===== config.mk =====
export PLATFORM = sky130hd
export DESIGN_NAME = CoreSupervisor
export DESIGN_NICKNAME = d
export VERILOG_FILES = /design/src/common/supervisor_pkg.sv /design/src/portal/PortalControl.sv /design/src/portal/PortalMsgThrottle.sv /design/src/verilog/CoreSupervisor.sv /design/src/verilog/InterruptSequencer.sv /design/src/verilog/ResetTickUnit.sv
export VERILOG_INCLUDE_DIRS = /design/src /design/src/common
export SDC_FILE = /design/constraint.sdc
export NUM_CORES = 1
export LEC_CHECK = 0
export ABC_CLOCK_PERIOD_IN_PS = 2280
export BUFFER_PORTS_ARGS = -buffer_cell sky130_fd_sc_hd__buf_4
export CAP_MARGIN = 20
export CORE_UTILIZATION = 52
export DETAILED_ROUTE_END_ITERATION = 12
export GPL_TIMING_DRIVEN = 0
export PLACE_DENSITY_LB_ADDON = 0.25
export SYNTH_ARGS = -nofsm -noshare
export SYNTH_HDL_FRONTEND = slang
export SYNTH_SLANG_ARGS = --single-unit
export TNS_END_PERCENT = 50

===== constraint.sdc =====
create_clock -name EXTCLK -period 2.28 [get_ports EXTCLK]
set_clock_uncertainty 0.05 [all_clocks]
set_input_delay 0.456 -clock EXTCLK [delete_from_list [all_inputs] [get_ports EXTCLK]]
set_output_delay 0.456 -clock EXTCLK [all_outputs]
set_load 0.01 [all_outputs]

===== src/common/supervisor_consts.svh =====
`ifndef SUPERVISOR_CONSTS_SVH
`define SUPERVISOR_CONSTS_SVH

//==================================================
// timing
//==================================================

// default tick period in clock cycles (3 to 255)
`define SUP_TCK_SCALE 20

//==================================================
// control word at 38h
//==================================================

// stop on error
`define SUP_CFG_SOE_BIT 21
// error report enable
`define SUP_CFG_ER_BIT 20

//==================================================
// message rate word at 39h, task word at 3Bh
//==================================================

// lowest bit of the 8-bit message count field
`define SUP_MSGCNT_LSB 16
// lowest bit of the 2-bit privilege level field
`define SUP_CPL_LSB 18

// refill timer and message counter widths
`define SUP_TIMER_W 16
`define SUP_MSGCNT_W 8

`endif


===== src/common/supervisor_pkg.sv =====
`default_nettype none

package supervisor_pkg;

	// portal configuration register map
	typedef enum logic [5:0]
	{
		CfgCtrl    = 6'h38,
		CfgMsgRate = 6'h39,
		CfgTask    = 6'h3B,
		CfgPso     = 6'h3C
	} cfgAddrT;

	// interrupt sequencer states
	typedef enum logic [1:0]
	{
		IntIdle    = 2'd0,
		IntPending = 2'd1,
		IntIssued  = 2'd2,
		IntWaitAck = 2'd3
	} intStateT;

	// process selector
	typedef logic [23:0] selectorT;

	// task identifier
	typedef logic [15:0] taskIdT;

	// privilege level
	typedef logic [1:0] cplT;

	// configuration data word
	typedef logic [31:0] cfgWordT;

endpackage

`default_nettype wire


===== src/portal/PortalControl.sv =====
`timescale 1ns/1ps
`default_nettype none
`include "supervisor_consts.svh"

module PortalControl (
	input wire EXTCLK,
	input wire RST,
	input wire CfgStb,
	input wire supervisor_pkg::cfgAddrT CfgAddr,
	input wire supervisor_pkg::cfgWordT CfgData,
	input wire PortalReady,
	input wire PortalActivation,
	input wire supervisor_pkg::taskIdT CsrTaskId,
	input wire supervisor_pkg::cplT CsrCpl,
	input wire supervisor_pkg::selectorT Cpsr,
	input wire PortalMcEstb,
	input wire PortalDis,
	input wire PortalRun,
	output supervisor_pkg::cplT PortalCpl,
	output supervisor_pkg::taskIdT PortalTaskId,
	output supervisor_pkg::selectorT PortalPso,
	output supervisor_pkg::cfgWordT PortalState,
	output logic PortalErrStb,
	output logic PortalRst,
	output logic PortalLocked,
	output logic MsgRateStb,
	output logic [`SUP_MSGCNT_W-1:0] MsgCntBase,
	output logic [`SUP_TIMER_W-1:0] TimerBase
);

	logic wrCtrl;
	logic wrTask;
	logic wrPso;
	logic activate;
	logic soeFlag;
	logic erFlag;
	logic [15:0] cfgScratch;
	supervisor_pkg::cfgWordT stateWord;

	//==================================================
	// write decode
	//==================================================
	assign wrCtrl = CfgStb && (CfgAddr == supervisor_pkg::CfgCtrl);
	assign wrTask = CfgStb && (CfgAddr == supervisor_pkg::CfgTask);
	assign wrPso = CfgStb && (CfgAddr == supervisor_pkg::CfgPso);
	assign activate = PortalReady & PortalActivation;

	// rate word goes straight to the throttle
	assign MsgRateStb = CfgStb && (CfgAddr == supervisor_pkg::CfgMsgRate);
	assign MsgCntBase = CfgData[`SUP_MSGCNT_LSB +: `SUP_MSGCNT_W];
	assign TimerBase = CfgData[`SUP_TIMER_W-1:0];

	// control word flags with error reporting on after reset
	always_ff @(posedge EXTCLK)
	begin
		if (!RST)
		begin
			soeFlag <= 1'b0;
			erFlag <= 1'b1;
			cfgScratch <= 16'd0;
		end
		else if (wrCtrl)
		begin
			soeFlag <= CfgData[`SUP_CFG_SOE_BIT];
			erFlag <= CfgData[`SUP_CFG_ER_BIT];
			cfgScratch <= CfgData[15:0];
		end
	end

	//==================================================
	// portal context
	//==================================================

	// a config write wins over an activation in the same cycle
	always_ff @(posedge EXTCLK)
	begin
		if (!RST)
		begin
			PortalCpl <= '0;
			PortalTaskId <= '0;
		end
		else if (wrTask)
		begin
			PortalCpl <= CfgData[`SUP_CPL_LSB +: 2];
			PortalTaskId <= CfgData[15:0];
		end
		else if (activate)
		begin
			PortalCpl <= CsrCpl;
			PortalTaskId <= CsrTaskId;
		end
	end

	always_ff @(posedge EXTCLK)
	begin
		if (!RST)
			PortalPso <= '0;
		else if (wrPso)
			PortalPso <= CfgData[23:0];
		else if (activate)
			PortalPso <= Cpsr;
	end

	// readback mux
	always_comb
	begin
		stateWord = '0;
		case (CfgAddr)
			supervisor_pkg::CfgPso:
				stateWord[23:0] = PortalPso;
			supervisor_pkg::CfgTask:
			begin
				stateWord[`SUP_CPL_LSB +: 2] = PortalCpl;
				stateWord[15:0] = PortalTaskId;
			end
			default:
				stateWord[15:0] = cfgScratch;
		endcase
	end

	always_ff @(posedge EXTCLK)
	begin
		if (!RST)
			PortalState <= '0;
		else
			PortalState <= stateWord;
	end

	//==================================================
	// error handling
	//==================================================

	// error report stays quiet in reset
	assign PortalErrStb = PortalMcEstb & erFlag & RST;

	// one-cycle portal reset on an error with stop-on-error set
	always_ff @(posedge EXTCLK)
	begin
		if (!RST)
			PortalRst <= 1'b0;
		else
			PortalRst <= !(PortalMcEstb && soeFlag);
	end

	// datapath lock, released by a portal run
	always_ff @(posedge EXTCLK)
	begin
		if (!RST)
			PortalLocked <= 1'b0;
		else
			PortalLocked <= (PortalLocked | PortalDis | (PortalMcEstb & soeFlag)) & ~PortalRun;
	end

endmodule

`default_nettype wire


===== src/portal/PortalMsgThrottle.sv =====
`timescale 1ns/1ps
`default_nettype none
`include "supervisor_consts.svh"

module PortalMsgThrottle (
	input wire EXTCLK,
	input wire RST,
	input wire Tick,
	input wire CfgRst,
	input wire MsgRateStb,
	input wire [`SUP_MSGCNT_W-1:0] MsgCntBase,
	input wire [`SUP_TIMER_W-1:0] TimerBase,
	input wire PortalSmsg,
	output logic PortalSmsgOut
);

	logic [`SUP_MSGCNT_W-1:0] cntBase;
	logic [`SUP_MSGCNT_W-1:0] msgCnt;
	logic [`SUP_TIMER_W-1:0] timerBase;
	logic [`SUP_TIMER_W-1:0] msgTimer;
	logic msgEnable;
	logic cntLive;
	logic timerDone;

	assign cntLive = |msgCnt;
	assign timerDone = ~|msgTimer;

	// rate bases
	always_ff @(posedge EXTCLK)
	begin
		if (!RST || CfgRst)
		begin
			cntBase <= '0;
			timerBase <= '0;
		end
		else if (MsgRateStb)
		begin
			cntBase <= MsgCntBase;
			timerBase <= TimerBase;
		end
	end

	// token counter and refill timer
	always_ff @(posedge EXTCLK)
	begin
		if (!RST || CfgRst)
		begin
			msgCnt <= '0;
			msgTimer <= '0;
		end
		else if (timerDone)
		begin
			msgCnt <= cntBase;
			msgTimer <= timerBase;
		end
		else
		begin
			if (PortalSmsgOut)
				msgCnt <= msgCnt - 1'b1;
			// timer only runs once a token has been used
			if (Tick && (msgCnt != cntBase))
				msgTimer <= msgTimer - 1'b1;
		end
	end

	// enable for the next offered message
	always_ff @(posedge EXTCLK)
	begin
		if (!RST)
			msgEnable <= 1'b0;
		else
			msgEnable <= cntLive;
	end

	assign PortalSmsgOut = PortalSmsg & RST & msgEnable & cntLive;

endmodule

`default_nettype wire


===== src/verilog/CoreSupervisor.sv =====
`timescale 1ns/1ps
`default_nettype none
`include "supervisor_consts.svh"

module CoreSupervisor #(
	parameter int TckScale = `SUP_TCK_SCALE
)(
	input wire EXTCLK,
	// reset sources
	input wire EXTRESET,
	input wire MsgrReset,
	input wire ContReset,
	// configuration
	input wire CfgStb,
	input wire supervisor_pkg::cfgAddrT CfgAddr,
	input wire supervisor_pkg::cfgWordT CfgData,
	input wire CfgRst,
	// portal activation and core state
	input wire PortalReady,
	input wire PortalActivation,
	input wire supervisor_pkg::taskIdT CsrTaskId,
	input wire supervisor_pkg::cplT CsrCpl,
	input wire supervisor_pkg::selectorT Cpsr,
	// portal events
	input wire PortalSmsg,
	input wire PortalMcEstb,
	input wire PortalDis,
	input wire PortalRun,
	// interrupt path
	input wire IntEnable,
	input wire IntReq,
	input wire IntAck,
	input wire CoreEmpty,
	input wire CoreSmsgBkpt,
	output wire RST,
	output wire Tick,
	output wire CoreStop,
	output wire MsgrIntReq,
	output wire supervisor_pkg::cplT PortalCpl,
	output wire supervisor_pkg::taskIdT PortalTaskId,
	output wire supervisor_pkg::selectorT PortalPso,
	output wire supervisor_pkg::cfgWordT PortalState,
	output wire PortalErrStb,
	output wire PortalRst,
	output wire PortalLocked,
	output wire PortalSmsgOut
);

	// rate settings from the config block to the throttle
	wire msgRateStb;
	wire [`SUP_MSGCNT_W-1:0] msgCntBase;
	wire [`SUP_TIMER_W-1:0] timerBase;

	//==================================================
	// reset and tick
	//==================================================
	ResetTickUnit #(.TckScale(TckScale)) resetTick (
		.EXTCLK(EXTCLK), .EXTRESET(EXTRESET), .MsgrReset(MsgrReset), .ContReset(ContReset),
		.RST(RST), .Tick(Tick)
	);

	//==================================================
	// interrupt sequencer
	//==================================================
	InterruptSequencer intSeq (
		.EXTCLK(EXTCLK), .RST(RST), .IntEnable(IntEnable), .IntReq(IntReq), .IntAck(IntAck),
		.CoreEmpty(CoreEmpty), .CoreSmsgBkpt(CoreSmsgBkpt),
		.CoreStop(CoreStop), .MsgrIntReq(MsgrIntReq)
	);

	//==================================================
	// portal configuration and errors
	//==================================================
	PortalControl portalCtrl (
		.EXTCLK(EXTCLK), .RST(RST), .CfgStb(CfgStb), .CfgAddr(CfgAddr), .CfgData(CfgData),
		.PortalReady(PortalReady), .PortalActivation(PortalActivation),
		.CsrTaskId(CsrTaskId), .CsrCpl(CsrCpl), .Cpsr(Cpsr),
		.PortalMcEstb(PortalMcEstb), .PortalDis(PortalDis), .PortalRun(PortalRun),
		.PortalCpl(PortalCpl), .PortalTaskId(PortalTaskId), .PortalPso(PortalPso),
		.PortalState(PortalState), .PortalErrStb(PortalErrStb), .PortalRst(PortalRst),
		.PortalLocked(PortalLocked), .MsgRateStb(msgRateStb), .MsgCntBase(msgCntBase),
		.TimerBase(timerBase)
	);

	// message rate limiter
	PortalMsgThrottle msgThrottle (
		.EXTCLK(EXTCLK), .RST(RST), .Tick(Tick), .CfgRst(CfgRst),
		.MsgRateStb(msgRateStb), .MsgCntBase(msgCntBase), .TimerBase(timerBase),
		.PortalSmsg(PortalSmsg), .PortalSmsgOut(PortalSmsgOut)
	);

endmodule

`default_nettype wire


===== src/verilog/InterruptSequencer.sv =====
`timescale 1ns/1ps
`default_nettype none

module InterruptSequencer (
	input wire EXTCLK,
	input wire RST,
	input wire IntEnable,
	input wire IntReq,
	input wire IntAck,
	input wire CoreEmpty,
	input wire CoreSmsgBkpt,
	output logic CoreStop,
	output logic MsgrIntReq
);

	supervisor_pkg::intStateT intState;
	supervisor_pkg::intStateT intNext;

	// next state
	always_comb
	begin
		intNext = intState;
		// ack or disable aborts the sequence
		if (!IntEnable || IntAck)
			intNext = supervisor_pkg::IntIdle;
		else
		begin
			case (intState)
				supervisor_pkg::IntIdle:
				begin
					if (IntReq)
						intNext = supervisor_pkg::IntPending;
				end
				supervisor_pkg::IntPending:
				begin
					// core drained and not parked on a message breakpoint
					if (CoreEmpty && !CoreSmsgBkpt)
						intNext = supervisor_pkg::IntIssued;
				end
				supervisor_pkg::IntIssued:
					intNext = supervisor_pkg::IntWaitAck;
				supervisor_pkg::IntWaitAck:
					intNext = supervisor_pkg::IntWaitAck;
				default:
					intNext = supervisor_pkg::IntIdle;
			endcase
		end
	end

	always_ff @(posedge EXTCLK)
	begin
		if (!RST)
			intState <= supervisor_pkg::IntIdle;
		else
			intState <= intNext;
	end

	// core stays stopped until the messenger acknowledges
	assign CoreStop = (intState != supervisor_pkg::IntIdle);
	assign MsgrIntReq = (intState == supervisor_pkg::IntIssued);

endmodule

`default_nettype wire


===== src/verilog/ResetTickUnit.sv =====
`timescale 1ns/1ps
`default_nettype none
`include "supervisor_consts.svh"

module ResetTickUnit #(
	parameter int TckScale = `SUP_TCK_SCALE
)(
	input wire EXTCLK,
	input wire EXTRESET,
	input wire MsgrReset,
	input wire ContReset,
	output logic RST,
	output logic Tick
);

	// counter value in the cycle before a tick
	localparam logic [7:0] TickLast = 8'(TckScale - 1);

	logic rstAll;
	logic [7:0] tickCnt;

	// all three sources must be released
	assign rstAll = EXTRESET & MsgrReset & ContReset;

	// registered system reset
	always_ff @(posedge EXTCLK)
	begin
		RST <= rstAll;
	end

	// tick generator
	// also held off by the incoming reset, so no tick lands in the first reset cycle
	always_ff @(posedge EXTCLK)
	begin
		if (!RST || !rstAll)
		begin
			tickCnt <= 8'd0;
			Tick <= 1'b0;
		end
		else if (tickCnt == TickLast)
		begin
			tickCnt <= 8'd0;
			Tick <= 1'b1;
		end
		else
		begin
			tickCnt <= tickCnt + 8'd1;
			Tick <= 1'b0;
		end
	end

endmodule

`default_nettype wire


### Yosys cells after proc, flatten, opt, wreduce, memory -nomap -nowiden

Cells that the tools add are included.

* bits in registers: 155
* output and inout bits: 82
* bits of input ports: 97

* bitwise operators: 14
* reductions and logical operators: 26
* equality and inequality tests: 13
* add/subtract/negate cells: 3
* muxes and demuxes: 16

Operators with widths (number)
* two-way mux 16 bit: 4
* two-way mux 24 bit: 2
* case mux 16 bit (2 select lines): 1
* == test 6 bit (second input constant): 4
* two-way mux 8 bit: 2
* OR reduction 16 bit: 1
* subtractor 16 x 1 -> 16 bit (second input constant): 1
* AND 1 bit: 10
* adder 8 x 1 -> 8 bit (second input constant): 1
* == test 8 x 5 -> 1 bit (second input constant): 1
* two-way mux 2 bit: 4
* != test 8 bit: 1
* OR reduction 8 bit: 1
* subtractor 8 x 1 -> 8 bit (second input constant): 1
* logical AND 1 bit: 7
* != test 2 bit (second input constant): 3
* case mux 2 bit (3 select lines): 1
* nonzero test 2 bit: 3
* OR reduction 2 bit: 3
* logical NOT 1 bit: 5
* == test 2 bit (second input constant): 2
* case mux 2 bit (2 select lines): 1
* AND reduction 2 bit: 2
* logical OR 1 bit: 3
* 6 further kinds: 8

### Longest topological paths before layout

Gate-level depths: netlist (run 1).

* depth in word-level cells: 5
* mapped depth: 8

### By module

Synthesis (run 1) repeated with hierarchy kept, for this count alone.

* cell total of the unflattened synthesis: 816
* area total of the unflattened synthesis: 7549.7 sq um

By module, submodules not included
* PortalControl: cells each 489, sequential area each 1721.7 sq um, area an instance 4554.4 sq um, times used 1
* PortalMsgThrottle: cells each 273, sequential area each 980.9 sq um, area an instance 2501.1 sq um, times used 1
* ResetTickUnit: cells each 43, sequential area each 200.2 sq um, area an instance 400.4 sq um, times used 1
* InterruptSequencer: cells each 11, sequential area each 40.0 sq um, area an instance 93.8 sq um, times used 1

### Least setup slack after synthesis (run 1)

Ideal clock, no wire load.

* path type: flip-flop to flip-flop
* from: register msgThrottle.msgTimer[0]
* to: register msgThrottle.msgTimer[6]
* cell stages (with the launch flop): 8
* data arrival time: 1.896 ns
* setup time: 0.136 ns
* setup slack: 0.198 ns
* cell sequence: dfxtp_1 inv_1 ha_1 or4b_1 or4_4 buf_6 o221ai_1 a21oi_1

* longest elaborated chain between the ends: 3
* elaborated cells between the ends (all ways): 5
* those cells by class: 1 x add/sub; 1 x eq/ne; 2 x mux; 1 x reduce/logical

Ends and longest elaborated chain
* start: declaration: line PortalMsgThrottle.sv:20 `` logic [`SUP_TIMER_W-1:0] msgTimer; ``
* start signal: assignment: line PortalMsgThrottle.sv:54 `msgTimer <= timerBase;`
* start signal: assignment: line PortalMsgThrottle.sv:62 `msgTimer <= msgTimer - 1'b1;`
* subtractor 16 x 1 -> 16 bit: line PortalMsgThrottle.sv:62
* two-way mux 16 bit: line PortalMsgThrottle.sv:61 `if (Tick && (msgCnt != cntBase))`
* two-way mux 16 bit: line PortalMsgThrottle.sv:51 `else if (timerDone)`

Several ways; a longest one is shown, not always the timed one. The select of a mux whose other input is x is not followed.
A chain may end at the register's enable or synchronous reset.

### Final worst setup path (run 1)

* from: register msgThrottle.msgTimer[1]
* to: register msgThrottle.msgTimer[6]

The elaborated chain is that of the path after synthesis.

==> impl_results.md, run 1 <==
* Ys async rst share at 0%
* HP Class: input pin to flop
* Most frequent cells in the layout: buf_4 (170), dfxtp_1 (145), nand2_1 (125), nand3_1 (96), clkbuf_1 (46)
* Post-Route WL at 19,900 um
* Share of cells above drive strength 1 at 23.7%
* WL/cell at 17.7 um
* Clock root cell: clkbuf_16
* Warnings from Yosys at 0
* CTS Buf Count at 17
* Most common cell after layout, fill and taps aside: buf_4
* Vias in the first global route at 6,120
* Synth-to-layout area growth at 33.0%
* F_max at 449 MHz
* Starting DRT DRC Count at 506
* Cell Area, Placed at 0.00796 mm2
* GP Congestion at 0.887
* GRT Util Overall at 31.4%
* Worst EP required at 2.51 ns
* Total Power at 6.12 mW
* DP HPWL at 14,200 um
* Top-level port count at 179
* Period utilisation layout at 97.8%
* H-tree levels at 4
* Synthesized area at 0.00652 mm2
* Clk buf depth at 2
* Hold depth at 2
* Cell total after placement at 1,091
* Final net count at 1,044
* Horiz. Die Dim at 114 um
* Grt ovf at 0
* Hold Violations, Final at 0
* Syn Area/Cell at 8.62 um2
* Fin crit period at 2.23 ns
* Final worst slack at 0.0505 ns
* Num rows at 40
* DRC viols at 0
* Clock latency on the worst-skew pair at 0.43 ns
* Startpoint of the worst hold path: PortalRun
* Pre-CTS setup slack at -0.427 ns
* Post-synth EDFFs at 0
* Largest net degree at the start of global routing at 20
* Core area at 0.0121 mm2
* Setup-failing EPs final at 0
* Arr. time, crit path at 2.46 ns
* RSZ-0062 raised after global routing: yes
* Die area at 0.0130 mm2
* Post-route ant nets at 0
* Vias at 6,447
* Setup crit end kind: flop
* Mapped Cells at 756
* Synth unique cells at 55
* Reg-to-Reg Start: msgThrottle.msgTimer[1]
* R2R Path End: msgThrottle.msgTimer[6]
* First-pass GRT wire length at 31,500 um
* Worst ir drop on vdd at 0.650 mV
* Number of antenna violations at the first check in global routing at 0
* Reg clk slew, reported paths at 0.06 ns
* Pwr/cell area at 705 mW/mm2
* Setup slack, reg-to-reg at 0.05 ns
* Synthesized flop and latch total at 147
* Status: completed
* DRT Pass-1 Iters at 5
* CTS tree: yes
* Antenna Cells at 0
* CP max FO at 10
* Starting density of the core at 53.8%
* Cells on worst reg2reg path at 7
* WS Path Type: flop to flop
* Setup crit start kind: flop
* Slew margin rel. at 55.3%
* CTS Sinks at 147
* IO buf count at 159
* Final std cell area, no fill at 0.00867 mm2
* Most used DFF post-synth: dfxtp_1
* Leakage at 3.91 nW
* Seq/Total Area, Yosys at 45.1%
* Worst slew pin tran at 0.665 ns
* MaxCap Viol Count at 0
* Chip Height at 114 um
* Vias per inst at 5.74
* # hold bufs at CTS at 0
* Final std cells w/o fill at 1,123
* Hold path endpoint: portalCtrl.PortalLocked
* Slew Viols, Final at 0
report_power, final:
part           total [mW]  internal, mW  switching [mW]
Clock                3.17          2.07            1.09
Combinational       0.357         0.169           0.188
Sequential           2.59          2.58          0.0104
Total                6.12          4.82            1.29
worst max path at each step:
stage | startpoint | endpoint | slack, ns
floorplan | msgThrottle.msgTimer[0] | msgThrottle.msgTimer[6] | 0.20
global placement | CfgAddr[0] | portalCtrl.PortalState[12] | -0.61
detailed placement | CfgAddr[4] | portalCtrl.PortalPso[8] | -0.43
CTS | CfgAddr[4] | portalCtrl.PortalPso[8] | 0.03
global route | msgThrottle.msgTimer[1] | msgThrottle.msgTimer[6] | -0.03
finish | msgThrottle.msgTimer[1] | msgThrottle.msgTimer[6] | 0.05
Yosys cell counts, types with 5 or more instances:
| cell type | n | share of area [%] |
|---|---|---|
| nand2_1 | 125 | 7.2 |
| nor2_1 | 24 | 1.4 |
| ha_1 | 5 | 0.96 |
| nor3_1 | 7 | 0.54 |
| a31oi_1 | 6 | 0.58 |
| xor2_1 | 9 | 1.2 |
| inv_1 | 9 | 0.52 |
| dfxtp_1 | 147 | 45 |
| clkbuf_1 | 49 | 2.8 |
| a21oi_1 | 43 | 3.3 |
| nor2b_1 | 20 | 1.9 |
| nand3_1 | 96 | 7.4 |
| a22oi_1 | 18 | 2.1 |
| nand4_1 | 9 | 0.86 |
| xnor2_1 | 11 | 1.5 |
| buf_4 | 8 | 0.92 |
| o21ai_0 | 15 | 1.2 |
| a21boi_0 | 18 | 2.1 |
| mux2i_1 | 20 | 3.1 |
| o211a_1 | 42 | 6.4 |
| and3_1 | 14 | 1.3 |
stage by stage:
step | TNS (ns) | utilization, % | hold WS, ns
global placement | -14.66 | 65.6 | 0.394
finish | 0 | 71.6 | 0.142
floorplan | 0 | - | 0.380
CTS | 0 | 71.4 | 0.137
detailed placement | -12.66 | 65.7 | 0.403
global route | -0.0644 | 71.6 | 0.147
cell type report:
cell class / count / area, um2
clock inverter: 14 / 234
clock buffer: 18 / 439
inverter: 9 / 33.8
buffer: 62 / 290
timing repair buffer: 161 / 1210
sequential: 147 / 2950
tap: 168 / 210
multi-input combinational: 544 / 3310
fill: 972 / 3440
critical path: stages, from the launching register on:
cell and delay [ns]:
dfxtp_1 0.35, inv_1 0.09, ha_1 0.17, or4b_4 0.52, or4_4 0.49, buf_6 0.18
o221ai_1 0.17, a21oi_1 0.07
registers in the layout, summed over array words and instances (netlist names), 8 cells and up:
signal,count
portalCtrl.PortalPso,24
portalCtrl.PortalState,24
msgThrottle.msgTimer,16
msgThrottle.timerBase,16
portalCtrl.PortalTaskId,16
portalCtrl.cfgScratch,16
msgThrottle.cntBase,8
msgThrottle.msgCnt,8
resetTick.tickCnt,8
cell families after synthesis:
family                   count (synthesis)  share of synthesized area [%]
AND/OR/NAND/NOR                        324                           24.4
adder cells (fa/ha/maj)                  5                          0.960
multiplexers                            20                           3.07
other                                    1                         0.0575
flip-flops                             147                           45.1
XOR/XNOR                                20                           2.69
buffers and inverters                   72                           4.91
AO/OA/AOI/OAI                          167                           18.8
routing by layer:
| metal | up-vias | wire length, um | global-route usage, % |
|---|---|---|---|
| met5 | - | 0 | 0 |
| li1 | 3064 | - | - |
| met2 | 319 | 9100 | 50.5 |
| met3 | 55 | 1660 | 6.38 |
| met1 | 3009 | 8490 | 40.9 |
| met4 | 0 | 606 | 14.1 |
timing repair:
action / 4_1_cts / 5_1_grt
endpoints found under the setup margin: 4 / 39
resized for setup: 5 / 7
pin swaps: 0 / 0
buffers inserted: 1 / 0
(Power assumes the default switching activity.)
==> run 2: changes to the inputs <==
GPL_TIMING_DRIVEN = default   (was 0)
==> run 2 against run 1 <==
Compared with the run above:
- sequential power about the same
- die area stayed put
- maximum frequency increased by 0.83%
- clock power shrank 6.9%
- non-clock buffer count fell by 33
- critical endpoint is now PortalSmsgOut
- largest cell class unchanged
==> impl_results.md, run 2 (synthesized netlist as in run 1, its figures left out) <==
* Antenna Cells at 0 (unchanged)
* Slew Viols, Final at 0 (unchanged)
* Largest net degree at the start of global routing at 61 (was 20)
* Setup crit end kind: output port (was flop)
* Starting density of the core at 53.8% (unchanged)
* F_max at 452 MHz (was 449 MHz)
* Reg clk slew, reported paths at 0.06 ns (about the same)
* Finished Core Util at 71.2% (was 71.6%)
* Final std cell area, no fill at 0.00862 mm2 (was 0.00867 mm2)
* Starting DRT DRC Count at 519 (was 506)
* RSZ-0062 raised after global routing: no (was yes)
* Hold depth at 2 (unchanged)
* Cell total after placement at 1,058 (was 1,091)
* WS Path Type: flop to output port (was flop to flop)
* Clk buf depth at 2 (unchanged)
* Chip Height at 114 um (unchanged)
* Setup TNS at 0 ns (unchanged)
* Vias in the first global route at 5,988 (was 6,120)
* Hold slack at 0.141 ns (was 0.142 ns)
* H-tree levels at 4 (unchanged)
* CTS tree: yes (unchanged)
* Post-Route WL at 18,800 um (was 19,900 um)
* Die area at 0.0130 mm2 (unchanged)
* Number of antenna violations at the first check in global routing at 0 (unchanged)
* Most frequent cells in the layout: buf_4 (187), dfxtp_1 (145), nand2_1 (125), nand3_1 (96), a21oi_1 (43) (was buf_4 (170), dfxtp_1 (145), nand2_1 (125), nand3_1 (96), clkbuf_1 (46))
* IO buf count at 162 (was 159)
* Vias at 6,368 (was 6,447)
* Num rows at 40 (unchanged)
* GRT Util Overall at 28.7% (was 31.4%)
* # hold bufs at CTS at 0 (unchanged)
* Top-level port count at 179 (unchanged)
* Total Power at 5.87 mW (was 6.12 mW)
* Setup-failing EPs final at 0 (unchanged)
* MaxCap Viol Count at 0 (unchanged)
* Met2 global-route usage at 49.7% (was 50.5%)
* CTS Buf Count at 17 (unchanged)
* DRT Pass-1 Iters at 5 (unchanged)
* Slew margin rel. at 52.2% (was 55.3%)
* GRT met1 Usage at 34.5% (was 40.9%)
* Arr. time, crit path at 1.71 ns (was 2.46 ns)
* Setup crit start kind: flop (unchanged)
* Cell Area, Placed at 0.00795 mm2 (was 0.00796 mm2)
* Regs by FF count: portalCtrl.PortalPso x24, portalCtrl.PortalState x24 (unchanged)
* Period utilisation layout at 97.0% (was 97.8%)
* Clock latency on the worst-skew pair at 0.42 ns (was 0.43 ns)
* DP HPWL at 12,500 um (was 14,200 um)
* Share of cells above drive strength 1 at 26.1% (was 23.7%)
* Horiz. Die Dim at 114 um (unchanged)
* Pre-CTS setup slack at 0.0668 ns (was -0.427 ns)
* Grt ovf at 0 (unchanged)
* Met3 Usage GRT at 5.79% (was 6.38%)
* Setup Fix Bufs, Post-CTS at 0 (was 1)
* Most common cell after layout, fill and taps aside: buf_4 (unchanged)
* DRC viols at 0 (unchanged)
* Final net count at 1,013 (was 1,044)
* Post-route ant nets at 0 (unchanged)
* Pwr/cell area at 681 mW/mm2 (was 705 mW/mm2)
* Worst ir drop on vdd at 0.529 mV (was 0.650 mV)
* WL/cell at 17.2 um (was 17.7 um)
* CP max FO at 5 (was 10)
* First-pass GRT wire length at 29,400 um (was 31,500 um)
* Core area at 0.0121 mm2 (unchanged)
* Worst slew pin tran at 0.709 ns (was 0.665 ns)
* HP Class: input pin to flop (unchanged)
* Status: completed (unchanged)
* Clock root cell: clkbuf_16 (unchanged)
* Synth-to-layout area growth at 32.3% (was 33.0%)
* Worst EP required at 1.77 ns (was 2.51 ns)
* Vias per inst at 5.83 (was 5.74)
* GP Congestion at 0.845 (was 0.887)
* Final std cells w/o fill at 1,092 (was 1,123)
* Busiest grt layer: met2 (unchanged)
* CTS Sinks at 147 (unchanged)
* Cells on worst reg2reg path at 7 (unchanged)
* Leakage at 3.92 nW (was 3.91 nW)
* # resized after CTS at 0 (was 5)
* Fin crit period at 2.21 ns (was 2.23 ns)
* Hold Violations, Final at 0 (unchanged)
* Final worst slack at 0.0688 ns (was 0.0505 ns)
[run 2: critical path, stage by stage, from the launching register on]
cell     delay [ns]
dfxtp_1        0.37
nor4_1         0.56
a21oi_1        0.17
buf_4          0.18
[run 2: layout make-up]
type / instances / area [um2]
sequential: 147 / 2950
fill: 950 / 3490
clock inverter: 9 / 151
multi-input combinational: 546 / 3340
tap: 168 / 210
inverter: 9 / 33.8
clock buffer: 23 / 478
timing repair buffer: 190 / 1460
[run 2: power by group]
group          switching [mW]  total (mW)  internal [mW]
clock                    1.04        2.95           1.91
combinational           0.168       0.331          0.163
sequential            0.00984        2.59           2.58
[run 2: worst paths after layout]
path | from | end | slack, ns
max | msgThrottle.msgCnt[2] | PortalSmsgOut | 0.07
max reg2reg | msgThrottle.msgTimer[1] | msgThrottle.msgTimer[10] | 0.09
min reg2reg | msgThrottle.timerBase[13] | msgThrottle.timerBase[13] | 0.41
min | PortalRun | portalCtrl.PortalLocked | 0.14
[run 2: per-layer routing]
layer | vias up | share of wire (%)
met4 | 0 | 2.7
met1 | 3047 | 41
met5 | - | 0
met3 | 40 | 7.0
met2 | 282 | 49
li1 | 2999 | -
==> run 3: changes to the inputs <==
CORE_UTILIZATION = 54   (was 52)
SLEW_MARGIN = 20   (was default)
SYNTH_HIERARCHICAL = 1   (was default)
==> run 3 against run 2 <==
Compared with the run above:
- register-to-register slack better by 0.17 ns
- largest cell class unchanged
- sequential share of layout area is 2.0 points lower
- sequential power is essentially flat
- critical endpoint unchanged
- design area grew 6.0%
- global-route usage is 2.1 points lower
==> impl_results.md, run 3 <==
* Status: completed (unchanged)
* Clk network pwr share at 47.9% (was 50.2%)
* H-tree levels at 4 (unchanged)
* Fillcell total at 1,134 (was 950)
* Starting density of the core at 56.1% (was 53.8%)
* First-pass GRT wire length at 30,100 um (was 29,400 um)
* Most frequent cells in the layout: buf_4 (179), dfxtp_1 (146), mux2i_1 (85), and3_1 (54), nand2_1 (53) (was buf_4 (187), dfxtp_1 (145), nand2_1 (125), nand3_1 (96), a21oi_1 (43))
* Clock latency on the worst-skew pair at 0.42 ns (about the same)
* Post-route ant nets at 0 (unchanged)
* Most common cell after layout, fill and taps aside: buf_4 (unchanged)
* CTS tree: yes (unchanged)
* WS Path Type: flop to output port (unchanged)
* Mux cell area share after synthesis at 11.3% (was 3.07%)
* Switching fraction of total power at 21.2% (was 20.7%)
* Chip Height at 120 um (was 114 um)
* Share of the synthesized area in the top cell type at 39.0% (was 45.1%)
* CP max FO at 5 (unchanged)
* Starting DRT DRC Count at 425 (was 519)
* Most frequent cells after synthesis: dfxtp_1 (147), mux2i_1 (85), and3_1 (54), nand2_1 (53), o21ai_0 (51) (was dfxtp_1 (147), nand2_1 (125), nand3_1 (96), clkbuf_1 (49), a21oi_1 (43))
* DRC viols at 0 (unchanged)
* Combinational share of power at 6.2% (was 5.6%)
* Horiz. Die Dim at 120 um (was 114 um)
* Cell Area, Placed at 0.00855 mm2 (was 0.00795 mm2)
* Post-synth EDFFs at 0 (unchanged)
* Area share of fa/ha/maj cells after synthesis at 0.994% (was 0.960%)
* IO buf count at 162 (unchanged)
* Vias per inst at 5.79 (was 5.83)
* Crit-path max cell delay at 0.35 ns (was 0.56 ns)
* Area of the multi-input gates at 0.00400 mm2 (was 0.00334 mm2)
* Simple-gate share of the synthesized area at 21.6% (was 24.4%)
* Most used DFF post-synth: dfxtp_1 (unchanged)
* Leakage at 3.94 nW (was 3.92 nW)
* Internal at 4.45 mW (was 4.66 mW)
* RSZ-0062 raised after global routing: no (unchanged)
* Syn Area/Cell at 9.25 um2 (was 8.62 um2)
* Num rows at 42 (was 40)
* Clock root cell: clkbuf_16 (unchanged)
* Number of antenna violations at the first check in global routing at 0 (unchanged)
* Largest net degree at the start of global routing at 85 (was 61)
* Worst ir drop on vdd at 0.495 mV (was 0.529 mV)
* Psw at 1.20 mW (was 1.21 mW)
* Sequential share of power at 45.9% (was 44.1%)
* Largest cells by area after synthesis: dfxtp_1 (39%), mux2i_1 (11%), a21boi_0 (4.6%) (was dfxtp_1 (45%), nand3_1 (7.4%), nand2_1 (7.2%))
* Die area at 0.0145 mm2 (was 0.0130 mm2)
* GRT Util Overall at 26.6% (was 28.7%)
* CP cell instances: inv_1, ha_2, nor4b_4, a21oi_2, buf_4 (was nor4_1, a21oi_1, buf_4)
* Setup TNS at 0 ns (unchanged)
* Synth-to-layout area growth at 21.1% (was 32.3%)
* Vias in the first global route at 5,987 (was 5,988)
* MaxCap Viol Count at 0 (unchanged)
* Seq/Total Area, Yosys at 39.0% (was 45.1%)
* Complex-gate fraction of the synthesized area at 16.0% (was 18.8%)
* Period utilisation layout at 94.6% (was 97.0%)
* Synthesized flop and latch total at 147 (unchanged)
* Synth unique cells at 65 (was 55)
* Final worst slack at 0.124 ns (was 0.0688 ns)
* HP Class: input pin to flop (unchanged)
* Total Power at 5.65 mW (was 5.87 mW)
* Grt ovf at 0 (unchanged)
* Mapped Cells at 816 (was 756)
* GP Congestion at 0.888 (was 0.845)
* Busiest grt layer: met2 (unchanged)
* CTS Buf Count at 17 (unchanged)
* Pwr/cell area at 617 mW/mm2 (was 681 mW/mm2)
* Fin crit period at 2.16 ns (was 2.21 ns)
* Core area at 0.0135 mm2 (was 0.0121 mm2)
* CTS Sinks at 147 (unchanged)
* DP HPWL at 12,800 um (was 12,500 um)
* Final net count at 1,030 (was 1,013)
* Vias at 6,445 (was 6,368)
* Antenna Cells at 0 (unchanged)
* Clk buf depth at 2 (unchanged)
* Slowest CP cell: dfxtp_1 (was nor4_1)
* Largest family of logic cells by synthesized area: simple AND/OR/NAND/NOR gates (unchanged)
* Met2 global-route usage at 42.9% (was 49.7%)
* Register area at 0.00295 mm2 (about the same)
* Area leader, netlist: dfxtp_1 (unchanged)
* Setup crit start kind: flop (unchanged)
* Arr. time, crit path at 1.65 ns (was 1.71 ns)
* Ys async rst share at 0% (unchanged)
* Post-Synth XOR/XNOR Area at 2.55% (was 2.69%)
* # hold bufs at CTS at 0 (unchanged)
* Warnings from Yosys at 6 (was 0)
* F_max at 464 MHz (was 452 MHz)
* Regs by FF count: portalCtrl/PortalPso x24, portalCtrl/PortalState x24 (was portalCtrl.PortalPso x24, portalCtrl.PortalState x24)
* Worst slew pin tran at 0.746 ns (was 0.709 ns)
* Share of cells above drive strength 1 at 24.9% (was 26.1%)
* DRT Pass-1 Iters at 5 (unchanged)
* Synthesized area at 0.00755 mm2 (was 0.00652 mm2)
* Post-Route WL at 19,300 um (was 18,800 um)
* Most frequent cell after synthesis: dfxtp_1 (unchanged)
* Setup crit end kind: output port (unchanged)
* GRT met1 Usage at 33.9% (was 34.5%)
* Hold Violations, Final at 0 (unchanged)
* Final std cell area, no fill at 0.00914 mm2 (was 0.00862 mm2)
* Pre-CTS setup slack at 0.233 ns (was 0.0668 ns)
* Slew Viols, Final at 0 (unchanged)
* WL/cell at 17.3 um (was 17.2 um)
* Worst EP required at 1.77 ns (about the same)
* Reg clk slew, reported paths at 0.06 ns (about the same)
* Slew margin rel. at 50.2% (was 52.2%)
* Hold slack at 0.145 ns (was 0.141 ns)
* Met3 Usage GRT at 5.99% (was 5.79%)
* Top-level port count at 179 (unchanged)
* Setup-failing EPs final at 0 (unchanged)
-- run 3: final cells by class --
class                           instances  area share, %
Tap cell                              176           2.41
Clock buffer                           23           5.34
Clock inverter                          6          0.876
Multi-Input combinational cell        570           43.8
Sequential cell                       147           32.2
Timing Repair Buffer                  180           14.9
Inverter                               11          0.452
-- run 3: what timing repair did --
action                                  in CTS  in global routing
endpoints found under the setup margin       1                  1
setup buffers                                0                  2
gates cloned                                 0                  0
gates resized for setup                      1                  2
-- run 3: power by group through the flow --
stage / clock [mW] / combinational (mW) / sequential [mW]
finish: 2.70 / 0.352 / 2.59
detailed placement: 0 / 0.348 / 2.65
CTS: 2.74 / 0.349 / 2.59
floorplan: 0 / 0.196 / 2.65
global placement: 0 / 0.346 / 2.65
global route: 2.86 / 0.377 / 2.59
-- run 3: worst paths after layout --
path	slack, ns	depth (start not counted)	start	end
max	0.12	5	msgThrottle/msgCnt[0]	PortalSmsgOut
max reg2reg	0.26	7	msgThrottle/msgTimer[0]	msgThrottle/msgTimer[12]
min reg2reg	0.41	2	portalCtrl/cfgScratch[15]	portalCtrl/PortalState[15]
min	0.15	2	PortalRun	portalCtrl/PortalLocked
-- run 3: layer usage --
layer / vias up / routed length (um)
li1: 3138 / -
met1: 3041 / 8520
met2: 231 / 8930
met3: 35 / 1310
met4: 0 / 510
met5: - / 0
-- run 3: cell families after synthesis --
logic type | Yosys count
adders and majority gates | 6
muxes | 85
AOI/OAI and AO/OA | 188
other | 1
and+or+nand+nor | 261
buffers and inverters | 106
DFF | 147
xor gates and xnor gates | 22
-- run 3: stage by stage --
stage / std cells / utilization (%)
floorplan: 823 / -
global route: 1113 / 68.0
finish: 1113 / 68.0
global placement: 1082 / 63.5
CTS: 1111 / 67.8
detailed placement: 1082 / 63.5
-- run 3: worst max-delay path: cells and delay by family (launching register included) --
family | cells | cell delay [ns]
AND/OR/NAND/NOR | 1 | 0.34
flip-flops | 1 | 0.35
adder cells (fa/ha/maj) | 1 | 0.18
AO/OA/AOI/OAI | 1 | 0.11
buffers and inverters | 2 | 0.26
